<file path="src/video_pkg.sv">
package video_pkg;

  ////////////////////////////////////////
  // raster types
  ////////////////////////////////////////

  typedef logic [11:0] coord_t;            // pixel column or line number
  typedef logic [23:0] rgb_t;              // {red, green, blue}, 8 bits each

  ////////////////////////////////////////
  // pattern select
  ////////////////////////////////////////

  typedef enum logic [1:0] {
    pat_solid = 2'd0,                      // programmed colour everywhere
    pat_bars  = 2'd1,                      // eight vertical colour bars
    pat_hramp = 2'd2,                      // grey ramp on x
    pat_xor   = 2'd3                       // x xor y texture
  } pattern_t;

  // register map
  // addr 0 pattern in data[1:0]
  // addr 1 solid colour in data[23:0]
  typedef logic [0:0] cfg_addr_t;

endpackage

</file>
<file path="src/tmds_pkg.sv">
package tmds_pkg;

  ////////////////////////////////////////
  // channel word and input byte
  ////////////////////////////////////////

  typedef logic [9:0] tmds_word_t;         // one 10-bit symbol on a channel
  typedef logic [7:0] tmds_byte_t;         // one colour component into the encoder

  // running balance of ones minus zeros, counted in pairs of bits
  // msb is the sign
  typedef logic signed [4:0] disparity_t;

  ////////////////////////////////////////
  // blanking tokens
  ////////////////////////////////////////

  // picked by {c1, c0} while de is low
  parameter tmds_word_t ctrl_token_0 = 10'b1101010100;  // c1 c0 = 00
  parameter tmds_word_t ctrl_token_1 = 10'b0010101011;  // c1 c0 = 01
  parameter tmds_word_t ctrl_token_2 = 10'b0101010100;  // c1 c0 = 10
  parameter tmds_word_t ctrl_token_3 = 10'b1010101011;  // c1 c0 = 11

  // all four tokens have many transitions so the receiver
  // can find the symbol boundary during blanking

endpackage
</file>
<file path="src/dvi_tx_top.sv">
module dvi_tx_top #(
  parameter int H_ACTIVE = 640,
  parameter int H_FP     = 16,
  parameter int H_SYNC   = 96,
  parameter int H_BP     = 48,
  parameter int V_ACTIVE = 480,
  parameter int V_FP     = 10,
  parameter int V_SYNC   = 2,
  parameter int V_BP     = 33
) (
  input  logic                 sys_clk,
  input  logic                 sys_rst_n,
  input  logic                 wr_en,
  input  video_pkg::cfg_addr_t wr_addr,
  input  logic [23:0]          wr_data,
  output tmds_pkg::tmds_word_t tmds_ch0,  // blue, carries hsync and vsync
  output tmds_pkg::tmds_word_t tmds_ch1,  // green
  output tmds_pkg::tmds_word_t tmds_ch2   // red
);

  // timing stage
  logic                de_t;
  logic                hsync_t;
  logic                vsync_t;
  logic                frame_start;
  video_pkg::coord_t   pix_x;
  video_pkg::coord_t   pix_y;
  // frame settings
  video_pkg::pattern_t pattern_sel;
  video_pkg::rgb_t     solid_rgb;
  // pixel stage, one cycle later
  video_pkg::rgb_t     pix_rgb;
  logic                de_p;
  logic                hsync_p;
  logic                vsync_p;

  video_timing #(
    .H_ACTIVE (H_ACTIVE),
    .H_FP     (H_FP),
    .H_SYNC   (H_SYNC),
    .H_BP     (H_BP),
    .V_ACTIVE (V_ACTIVE),
    .V_FP     (V_FP),
    .V_SYNC   (V_SYNC),
    .V_BP     (V_BP)
  ) video_timing_i (
    .sys_clk     (sys_clk),
    .sys_rst_n   (sys_rst_n),
    .de_t        (de_t),
    .hsync_t     (hsync_t),
    .vsync_t     (vsync_t),
    .frame_start (frame_start),
    .pix_x       (pix_x),
    .pix_y       (pix_y)
  );

  dvi_cfg_regs dvi_cfg_regs_i (
    .sys_clk     (sys_clk),
    .sys_rst_n   (sys_rst_n),
    .wr_en       (wr_en),
    .wr_addr     (wr_addr),
    .wr_data     (wr_data),
    .frame_start (frame_start),
    .pattern_sel (pattern_sel),
    .solid_rgb   (solid_rgb)
  );

  pattern_gen #(
    .H_ACTIVE (H_ACTIVE)
  ) pattern_gen_i (
    .sys_clk     (sys_clk),
    .sys_rst_n   (sys_rst_n),
    .de_t        (de_t),
    .hsync_t     (hsync_t),
    .vsync_t     (vsync_t),
    .pix_x       (pix_x),
    .pix_y       (pix_y),
    .pattern_sel (pattern_sel),
    .solid_rgb   (solid_rgb),
    .pix_rgb     (pix_rgb),
    .de_p        (de_p),
    .hsync_p     (hsync_p),
    .vsync_p     (vsync_p)
  );

  ////////////////////////////////////////
  // one encoder per colour channel
  ////////////////////////////////////////

  tmds_encode enc_blue (
    .sys_clk   (sys_clk),
    .sys_rst_n (sys_rst_n),
    .de        (de_p),
    .c0        (hsync_p),
    .c1        (vsync_p),
    .data_in   (pix_rgb[7:0]),
    .data_out  (tmds_ch0)
  );

  tmds_encode enc_green (
    .sys_clk   (sys_clk),
    .sys_rst_n (sys_rst_n),
    .de        (de_p),
    .c0        (1'b0),                    // no control data on green
    .c1        (1'b0),
    .data_in   (pix_rgb[15:8]),
    .data_out  (tmds_ch1)
  );

  tmds_encode enc_red (
    .sys_clk   (sys_clk),
    .sys_rst_n (sys_rst_n),
    .de        (de_p),
    .c0        (1'b0),
    .c1        (1'b0),
    .data_in   (pix_rgb[23:16]),
    .data_out  (tmds_ch2)
  );

endmodule

</file>
<file path="src/dvi_cfg_regs.sv">
module dvi_cfg_regs (
  input  logic                 sys_clk,
  input  logic                 sys_rst_n,
  input  logic                 wr_en,       // one-cycle write strobe
  input  video_pkg::cfg_addr_t wr_addr,
  input  logic [23:0]          wr_data,
  input  logic                 frame_start,
  output video_pkg::pattern_t  pattern_sel,
  output video_pkg::rgb_t      solid_rgb
);

  ////////////////////////////////////////
  // staging copies written by software
  ////////////////////////////////////////

  video_pkg::pattern_t stg_pattern;
  video_pkg::rgb_t     stg_rgb;

  always_ff @(posedge sys_clk or negedge sys_rst_n) begin
    if (!sys_rst_n) begin
      stg_pattern <= video_pkg::pat_solid;
      stg_rgb     <= '0;
    end else if (wr_en) begin
      if (wr_addr == 1'b0) begin
        stg_pattern <= video_pkg::pattern_t'(wr_data[1:0]);
      end else begin
        stg_rgb <= wr_data;
      end
    end
  end

  ////////////////////////////////////////
  // active copies, frame boundary only
  ////////////////////////////////////////

  video_pkg::pattern_t act_pattern;
  video_pkg::rgb_t     act_rgb;

  always_ff @(posedge sys_clk or negedge sys_rst_n) begin
    if (!sys_rst_n) begin
      act_pattern <= video_pkg::pat_solid;
      act_rgb     <= '0;
    end else if (frame_start) begin
      act_pattern <= stg_pattern;         // held from the cycle after frame_start
      act_rgb     <= stg_rgb;
    end
  end

  // pixel 0,0 is sampled in the frame_start cycle itself
  // so the staging values are passed straight out for that one cycle
  assign pattern_sel = frame_start ? stg_pattern : act_pattern;
  assign solid_rgb   = frame_start ? stg_rgb : act_rgb;

endmodule

</file>
<file path="src/pattern_gen.sv">
module pattern_gen #(
  parameter int H_ACTIVE = 640
) (
  input  logic                sys_clk,
  input  logic                sys_rst_n,
  input  logic                de_t,
  input  logic                hsync_t,
  input  logic                vsync_t,
  input  video_pkg::coord_t   pix_x,
  input  video_pkg::coord_t   pix_y,
  input  video_pkg::pattern_t pattern_sel,
  input  video_pkg::rgb_t     solid_rgb,
  output video_pkg::rgb_t     pix_rgb,    // one cycle after de_t
  output logic                de_p,
  output logic                hsync_p,
  output logic                vsync_p
);

  localparam video_pkg::coord_t BAR_W = video_pkg::coord_t'(H_ACTIVE / 8);

  logic [2:0]      bar_idx;               // 0..7 across the active width
  logic [7:0]      xor_val;
  video_pkg::rgb_t rgb_next;

  assign bar_idx = 3'(pix_x / BAR_W);
  assign xor_val = pix_x[7:0] ^ pix_y[7:0];

  always_comb begin
    case (pattern_sel)
      video_pkg::pat_solid: rgb_next = solid_rgb;
      // bit 2 red, bit 1 green, bit 0 blue
      video_pkg::pat_bars:  rgb_next = {{8{bar_idx[2]}}, {8{bar_idx[1]}}, {8{bar_idx[0]}}};
      video_pkg::pat_hramp: rgb_next = {3{pix_x[7:0]}};
      default:              rgb_next = {3{xor_val}};     // pat_xor
    endcase
  end

  always_ff @(posedge sys_clk) begin
    pix_rgb <= rgb_next;
  end

  ////////////////////////////////////////
  // align de and syncs with the pixel
  ////////////////////////////////////////

  always_ff @(posedge sys_clk or negedge sys_rst_n) begin
    if (!sys_rst_n) begin
      de_p    <= 1'b0;
      hsync_p <= 1'b0;
      vsync_p <= 1'b0;
    end else begin
      de_p    <= de_t;
      hsync_p <= hsync_t;
      vsync_p <= vsync_t;
    end
  end

endmodule

</file>
<file path="src/video_timing.sv">
module video_timing #(
  parameter int H_ACTIVE = 640,
  parameter int H_FP     = 16,
  parameter int H_SYNC   = 96,
  parameter int H_BP     = 48,
  parameter int V_ACTIVE = 480,
  parameter int V_FP     = 10,
  parameter int V_SYNC   = 2,
  parameter int V_BP     = 33
) (
  input  logic              sys_clk,
  input  logic              sys_rst_n,
  output logic              de_t,         // active video
  output logic              hsync_t,      // active high
  output logic              vsync_t,      // active high
  output logic              frame_start,  // one cycle at x 0, y 0
  output video_pkg::coord_t pix_x,
  output video_pkg::coord_t pix_y
);

  // region edges, each line is active, front porch, sync, back porch
  localparam video_pkg::coord_t H_LAST =
    video_pkg::coord_t'(H_ACTIVE + H_FP + H_SYNC + H_BP - 1);
  localparam video_pkg::coord_t V_LAST =
    video_pkg::coord_t'(V_ACTIVE + V_FP + V_SYNC + V_BP - 1);
  localparam video_pkg::coord_t H_ACT  = video_pkg::coord_t'(H_ACTIVE);
  localparam video_pkg::coord_t V_ACT  = video_pkg::coord_t'(V_ACTIVE);
  localparam video_pkg::coord_t HS_BEG = video_pkg::coord_t'(H_ACTIVE + H_FP);
  localparam video_pkg::coord_t HS_END = video_pkg::coord_t'(H_ACTIVE + H_FP + H_SYNC);
  localparam video_pkg::coord_t VS_BEG = video_pkg::coord_t'(V_ACTIVE + V_FP);
  localparam video_pkg::coord_t VS_END = video_pkg::coord_t'(V_ACTIVE + V_FP + V_SYNC);

  ////////////////////////////////////////
  // raster counters
  ////////////////////////////////////////

  video_pkg::coord_t h_cnt;
  video_pkg::coord_t v_cnt;
  logic              h_wrap;              // last pixel of the line

  assign h_wrap = (h_cnt == H_LAST);

  always_ff @(posedge sys_clk or negedge sys_rst_n) begin
    if (!sys_rst_n) begin
      h_cnt <= '0;
      v_cnt <= '0;
    end else begin
      if (h_wrap) begin
        h_cnt <= '0;
        // next line, or back to the top
        v_cnt <= (v_cnt == V_LAST) ? '0 : v_cnt + 1'b1;
      end else begin
        h_cnt <= h_cnt + 1'b1;
      end
    end
  end

  ////////////////////////////////////////
  // region decode
  ////////////////////////////////////////

  logic h_act;
  logic v_act;
  logic h_sync_lvl;
  logic v_sync_lvl;

  assign h_act      = (h_cnt < H_ACT);
  assign v_act      = (v_cnt < V_ACT);
  assign h_sync_lvl = (h_cnt >= HS_BEG) && (h_cnt < HS_END);
  assign v_sync_lvl = (v_cnt >= VS_BEG) && (v_cnt < VS_END);  // whole lines

  always_ff @(posedge sys_clk or negedge sys_rst_n) begin
    if (!sys_rst_n) begin
      de_t        <= 1'b0;
      hsync_t     <= 1'b0;
      vsync_t     <= 1'b0;
      frame_start <= 1'b0;
    end else begin
      de_t        <= h_act && v_act;
      hsync_t     <= h_sync_lvl;
      vsync_t     <= v_sync_lvl;
      frame_start <= (h_cnt == '0) && (v_cnt == '0);
    end
  end

  // coordinates registered in step with de_t
  always_ff @(posedge sys_clk) begin
    pix_x <= h_cnt;
    pix_y <= v_cnt;
  end

endmodule

</file>
<file path="src/tmds_encode.sv">
module tmds_encode (
  input  logic                 sys_clk,
  input  logic                 sys_rst_n,
  input  logic                 de,        // high during active video
  input  logic                 c0,        // control bit 0, sent in blanking
  input  logic                 c1,        // control bit 1
  input  tmds_pkg::tmds_byte_t data_in,   // colour component
  output tmds_pkg::tmds_word_t data_out   // 10-bit symbol, 3 cycles after data_in
);

  ////////////////////////////////////////
  // stage 1 count ones of the input byte
  ////////////////////////////////////////

  logic [3:0]           n1d;              // ones in data_in
  tmds_pkg::tmds_byte_t data_in_q;

  always_ff @(posedge sys_clk) begin
    n1d       <= 4'($countones(data_in));
    data_in_q <= data_in;                 // keep byte next to its count
  end

  ////////////////////////////////////////
  // stage 2 transition minimising 8 -> 9
  ////////////////////////////////////////

  logic       use_xnor;
  logic [8:0] q_m;                        // transition-minimised word
  logic [8:0] q_m_q;
  logic [3:0] n1q_m;                      // ones in q_m_q[7:0]
  logic [3:0] n0q_m;                      // zeros in q_m_q[7:0]

  // xnor chain when the byte is ones-heavy
  assign use_xnor = (n1d > 4'd4) || ((n1d == 4'd4) && !data_in_q[0]);

  always_comb begin
    q_m[0] = data_in_q[0];
    for (int i = 1; i < 8; i++) begin
      q_m[i] = use_xnor ? ~(q_m[i-1] ^ data_in_q[i]) : (q_m[i-1] ^ data_in_q[i]);
    end
    q_m[8] = ~use_xnor;                   // 1 marks the xor form
  end

  always_ff @(posedge sys_clk) begin
    q_m_q <= q_m;
    n1q_m <= 4'($countones(q_m[7:0]));
    n0q_m <= 4'd8 - 4'($countones(q_m[7:0]));
  end

  // de and control bits follow the data through both stages
  logic de_q;
  logic de_qq;
  logic c0_q;
  logic c0_qq;
  logic c1_q;
  logic c1_qq;

  always_ff @(posedge sys_clk or negedge sys_rst_n) begin
    if (!sys_rst_n) begin
      de_q  <= 1'b0;
      de_qq <= 1'b0;
      c0_q  <= 1'b0;
      c0_qq <= 1'b0;
      c1_q  <= 1'b0;
      c1_qq <= 1'b0;
    end else begin
      de_q  <= de;
      de_qq <= de_q;
      c0_q  <= c0;
      c0_qq <= c0_q;
      c1_q  <= c1;
      c1_qq <= c1_q;
    end
  end

  ////////////////////////////////////////
  // stage 3 dc balance 9 -> 10
  ////////////////////////////////////////

  tmds_pkg::disparity_t cnt;              // running disparity
  tmds_pkg::disparity_t cnt_next;
  tmds_pkg::disparity_t balance;          // ones minus zeros of q_m_q[7:0]
  tmds_pkg::disparity_t q8_x2;            // 2 when bit 8 set
  tmds_pkg::disparity_t nq8_x2;           // 2 when bit 8 clear
  tmds_pkg::tmds_word_t word_next;

  assign balance = tmds_pkg::disparity_t'({1'b0, n1q_m}) - tmds_pkg::disparity_t'({1'b0, n0q_m});
  assign q8_x2   = q_m_q[8] ? 5'sd2 : 5'sd0;
  assign nq8_x2  = q_m_q[8] ? 5'sd0 : 5'sd2;

  always_comb begin
    if ((cnt == 5'sd0) || (n1q_m == n0q_m)) begin
      // no bias to correct, bit 8 decides the polarity
      word_next = {~q_m_q[8], q_m_q[8], q_m_q[8] ? q_m_q[7:0] : ~q_m_q[7:0]};
      cnt_next  = q_m_q[8] ? (cnt + balance) : (cnt - balance);
    end else if (((cnt > 5'sd0) && (n1q_m > n0q_m)) ||
                 ((cnt < 5'sd0) && (n0q_m > n1q_m))) begin
      word_next = {1'b1, q_m_q[8], ~q_m_q[7:0]};  // invert to pull back
      cnt_next  = cnt + q8_x2 - balance;
    end else begin
      word_next = {1'b0, q_m_q[8], q_m_q[7:0]};   // send as is
      cnt_next  = cnt - nq8_x2 + balance;
    end
  end

  always_ff @(posedge sys_clk or negedge sys_rst_n) begin
    if (!sys_rst_n) begin
      data_out <= '0;
      cnt      <= '0;
    end else if (de_qq) begin
      data_out <= word_next;
      cnt      <= cnt_next;
    end else begin
      case ({c1_qq, c0_qq})
        2'b00:   data_out <= tmds_pkg::ctrl_token_0;
        2'b01:   data_out <= tmds_pkg::ctrl_token_1;
        2'b10:   data_out <= tmds_pkg::ctrl_token_2;
        default: data_out <= tmds_pkg::ctrl_token_3;
      endcase
      cnt <= '0;                          // balance restarts after blanking
    end
  end

endmodule

</file>
<file path="config.mk">
export PLATFORM = sky130hd
export DESIGN_NAME = dvi_tx_top
export DESIGN_NICKNAME = d
export VERILOG_FILES = /design/src/video_pkg.sv /design/src/tmds_pkg.sv /design/src/dvi_tx_top.sv /design/src/dvi_cfg_regs.sv /design/src/pattern_gen.sv /design/src/video_timing.sv /design/src/tmds_encode.sv
export SDC_FILE = /design/constraint.sdc
export NUM_CORES = 1
export LEC_CHECK = 0
export ABC_AREA = 1
export BUFFER_PORTS_ARGS = -buffer_cell sky130_fd_sc_hd__buf_4
export CELL_PAD_IN_SITES_DETAIL_PLACEMENT = 1
export CELL_PAD_IN_SITES_GLOBAL_PLACEMENT = 1
export CORE_MARGIN = 2
export CORE_UTILIZATION = 48
export DETAILED_ROUTE_END_ITERATION = 12
export PLACE_DENSITY_LB_ADDON = 0.1
export SLEW_MARGIN = 40
export SYNTH_ARGS = -nofsm -noshare
export SYNTH_HDL_FRONTEND = slang
export SYNTH_HIERARCHICAL = 1
export SYNTH_SLANG_ARGS = --single-unit
</file>
<file path="constraint.sdc">
create_clock -name sys_clk -period 5 [get_ports sys_clk]
set_input_delay 0.25 -clock sys_clk [delete_from_list [all_inputs] [get_ports sys_clk]]
set_output_delay 0.25 -clock sys_clk [all_outputs]
set_load 0.02 [all_outputs]
</file>
==> run_results.csv <==
group,metric,value,unit
layout,fill_cells,3334,
global_routing,grt_pass1_wl,54100,µm
global_routing,grt_pass1_vias,11000,
clocking,cts.sinks,271,
setup_path,start_kind,"register",
global_routing,grt_max_degree,100,
setup_path,reg2reg_from,"enc_green/data_in_q[0]$_DFF_P_",
worst_hold_path,hold_path_depth,3,
clocking,cts_inserted_buffers,30,
detailed_routing,vias_per_cell,4.98,
clocking,cts_tree,"done",
logic_synthesis,syn_avg_cell_area,8.84,µm²
layout,fin_util,0.554,
die,initial_utilization,0.485,
timing,slew_headroom,0.536,
logic_synthesis,synth_cells,1561,
detailed_routing,antenna_left,0,
worst_hold_path,hold_path_class,"in -> reg",
global_routing,grt_overflow,0,
timing,finalMaxSlewViolations,0,
die,io_pins,58,
detailed_routing,wl_per_cell,15.3,µm
die,die-area,30100,µm²
placed_design,hpwlAfterDp,23200,µm
timing,skew,18.2,ps
clocking,clkLatencyLatePin,560,ps
clocking,cts_root_buf,"clkbuf_16",
detailed_routing,drt-initial-drc-count,392,
worst_hold_path,hold_path.startpoint,"wr_en",
clocking,cts-resized-gates,0,
setup_path,r2r-end,"enc_green/n0q_m[2]$_DFF_P_",
clocking,clkTransAtPathRegs,60,ps
setup_path,reg2reg_depth,12,
timing,clock.fmax,0.250,GHz
timing,setup_viol,0,
global_routing,grt_antenna_before_repair,0,
logic_synthesis,synth_area,13800,µm²
timing,tns,0,ps
placed_design,io_buffers,57,
placed_design,place_congestion,0.804,
timing,min_period_over_period,0.800,
detailed_routing,firstDrtPassIters,4,
setup_path,worst_ep_required_time,5440,ps
timing,hold_viol_final,0,
die,design.core.area,28500,µm²
timing,period_minus_slack,4000,ps
die,die_w,174,µm
setup_path,worst-setup-path-type,"reg -> reg",
setup_path,critPathCaptureType,"register",
global_routing,track_usage,0.217,
die,row_count,62,
worst_hold_path,min_to,"dvi_cfg_regs_i/stg_rgb[1]$_DFFE_PN0P_",
setup_path,arrival,4440,ps
timing,worst_pin_slew,688,ps
layout,syn_to_final_growth,14.4,%
layout,layout-drive-gt1-share,0.113,
logic_synthesis,yosys_warnings,6,
setup_path,reg2reg_slack,1000,ps
clocking,cts-htree-levels,1,
setup_path,path_max_fanout,5,
detailed_routing,vias,10300,
run_status,status,"completed",
detailed_routing,post-route-drc-count,0,
layout,seqCellArea,6160,µm²
flow_run,max_cap_viol_count,0,
layout,multi_input_area,6560,µm²
layout,final_nets,1823,
timing,rsz0062_at_grt,"no",
detailed_routing,totalWireLength,31600,µm
die,die_y,174,µm
clocking,cts_buffer_depth,3,
layout,n_antenna_cell,0,
-- registers in the layout, indices dropped and copies added, names as in the netlist, 5 cells and up --
name,count
enc_red/data_out,10
enc_red/q_m_q,9
enc_blue/cnt,5
enc_green/cnt,5
enc_blue/data_in_q,8
enc_blue/data_out,10
video_timing_i/v_cnt,12
enc_green/data_out,10
video_timing_i/pix_x,12
pattern_gen_i/pix_rgb,24
dvi_cfg_regs_i/stg_rgb,24
enc_green/data_in_q,8
enc_green/q_m_q,9
dvi_cfg_regs_i/act_rgb,24
enc_blue/q_m_q,9
enc_red/data_in_q,8
video_timing_i/h_cnt,12
enc_red/cnt,5
video_timing_i/pix_y,8
-- per-layer routing --
metal / GRT usage / wire length [µm] / part of all wire
met1: 0.277 / 14100 / 0.45
met5: 0 / 0 / 0
met2: 0.393 / 16200 / 0.51
met4: 0.0526 / 602 / 0.019
met3: 0.0250 / 702 / 0.022
-- worst max-delay path: stages, from the launching register on --
cell and delay [ps]:
dfxtp_1 450, inv_1 70, o31ai_1 200, nand2_1 210, xnor2_1 310, fa_1 480
fa_1 550, fa_1 440, ha_1 230, fa_1 550, inv_1 60, ha_1 200
xnor2_1 120
-- final cells by class --
cell class | count | share of cell area
multi-input combinational | 1037 | 0.416
clock buffer | 48 | 0.0569
timing repair buffer | 86 | 0.0466
inverter | 230 | 0.0547
tap | 384 | 0.0304
sequential | 271 | 0.390
clock inverter | 8 | 0.00547
-- layout by cell type (no fill, tap or decap), types with 6 or more instances in the layout --
cell type and instances:
nand2_1 378, inv_1 224, dfrtp_1 146, dfxtp_1 125
nand3_1 120, ha_1 103, nor2_1 64, buf_4 59
a21oi_1 57, o21ai_0 52, xnor2_1 36, fa_1 36
o21ai_1 35, clkbuf_16 30, dlygate4sd3_1 25, xor2_1 24
nand4_1 24, nand2_2 20, nand2_4 12, nand3_2 12
clkbuf_1 10, nor3_1 9, nand3b_1 9, clkbuf_8 8
or2_2 6, inv_2 6
-- per-stage QoR --
stage,hold WS [ps],cells,area (µm²),worst slack [ps]
after floorplan,-45.6,1564,13800,1360
after global placement,332,1982,14500,1180
after detailed placement,336,1982,14500,1010
after CTS,53.7,2063,15800,958
after global routing,85.6,2064,15800,719
final,79.7,2064,15800,1000
-- how the worst max path moves through the flow --
stage                                   startpoint                    endpoint  slack (ps)
floorplan           enc_green/data_in_q[0]$_DFF_P_  enc_green/n0q_m[2]$_DFF_P_        1360
global placement    enc_green/data_in_q[0]$_DFF_P_  enc_green/n0q_m[2]$_DFF_P_        1180
detailed placement  enc_green/data_in_q[0]$_DFF_P_  enc_green/n0q_m[2]$_DFF_P_        1010
CTS                 enc_green/data_in_q[0]$_DFF_P_  enc_green/n0q_m[2]$_DFF_P_         960
global route          enc_red/data_in_q[0]$_DFF_P_    enc_red/n0q_m[3]$_DFF_P_         720
finish              enc_green/data_in_q[0]$_DFF_P_  enc_green/n0q_m[2]$_DFF_P_        1000
-- what timing repair did --
action / 4_1_cts / 5_1_grt
hold buffers: 25 / 0
endpoints found under the hold margin: 124 / 0
buffers inserted: 0 / 0
Power is left out: the tool's default activity adds up to more than one toggle a clock period on the data nets, which glitch-free logic cannot reach.
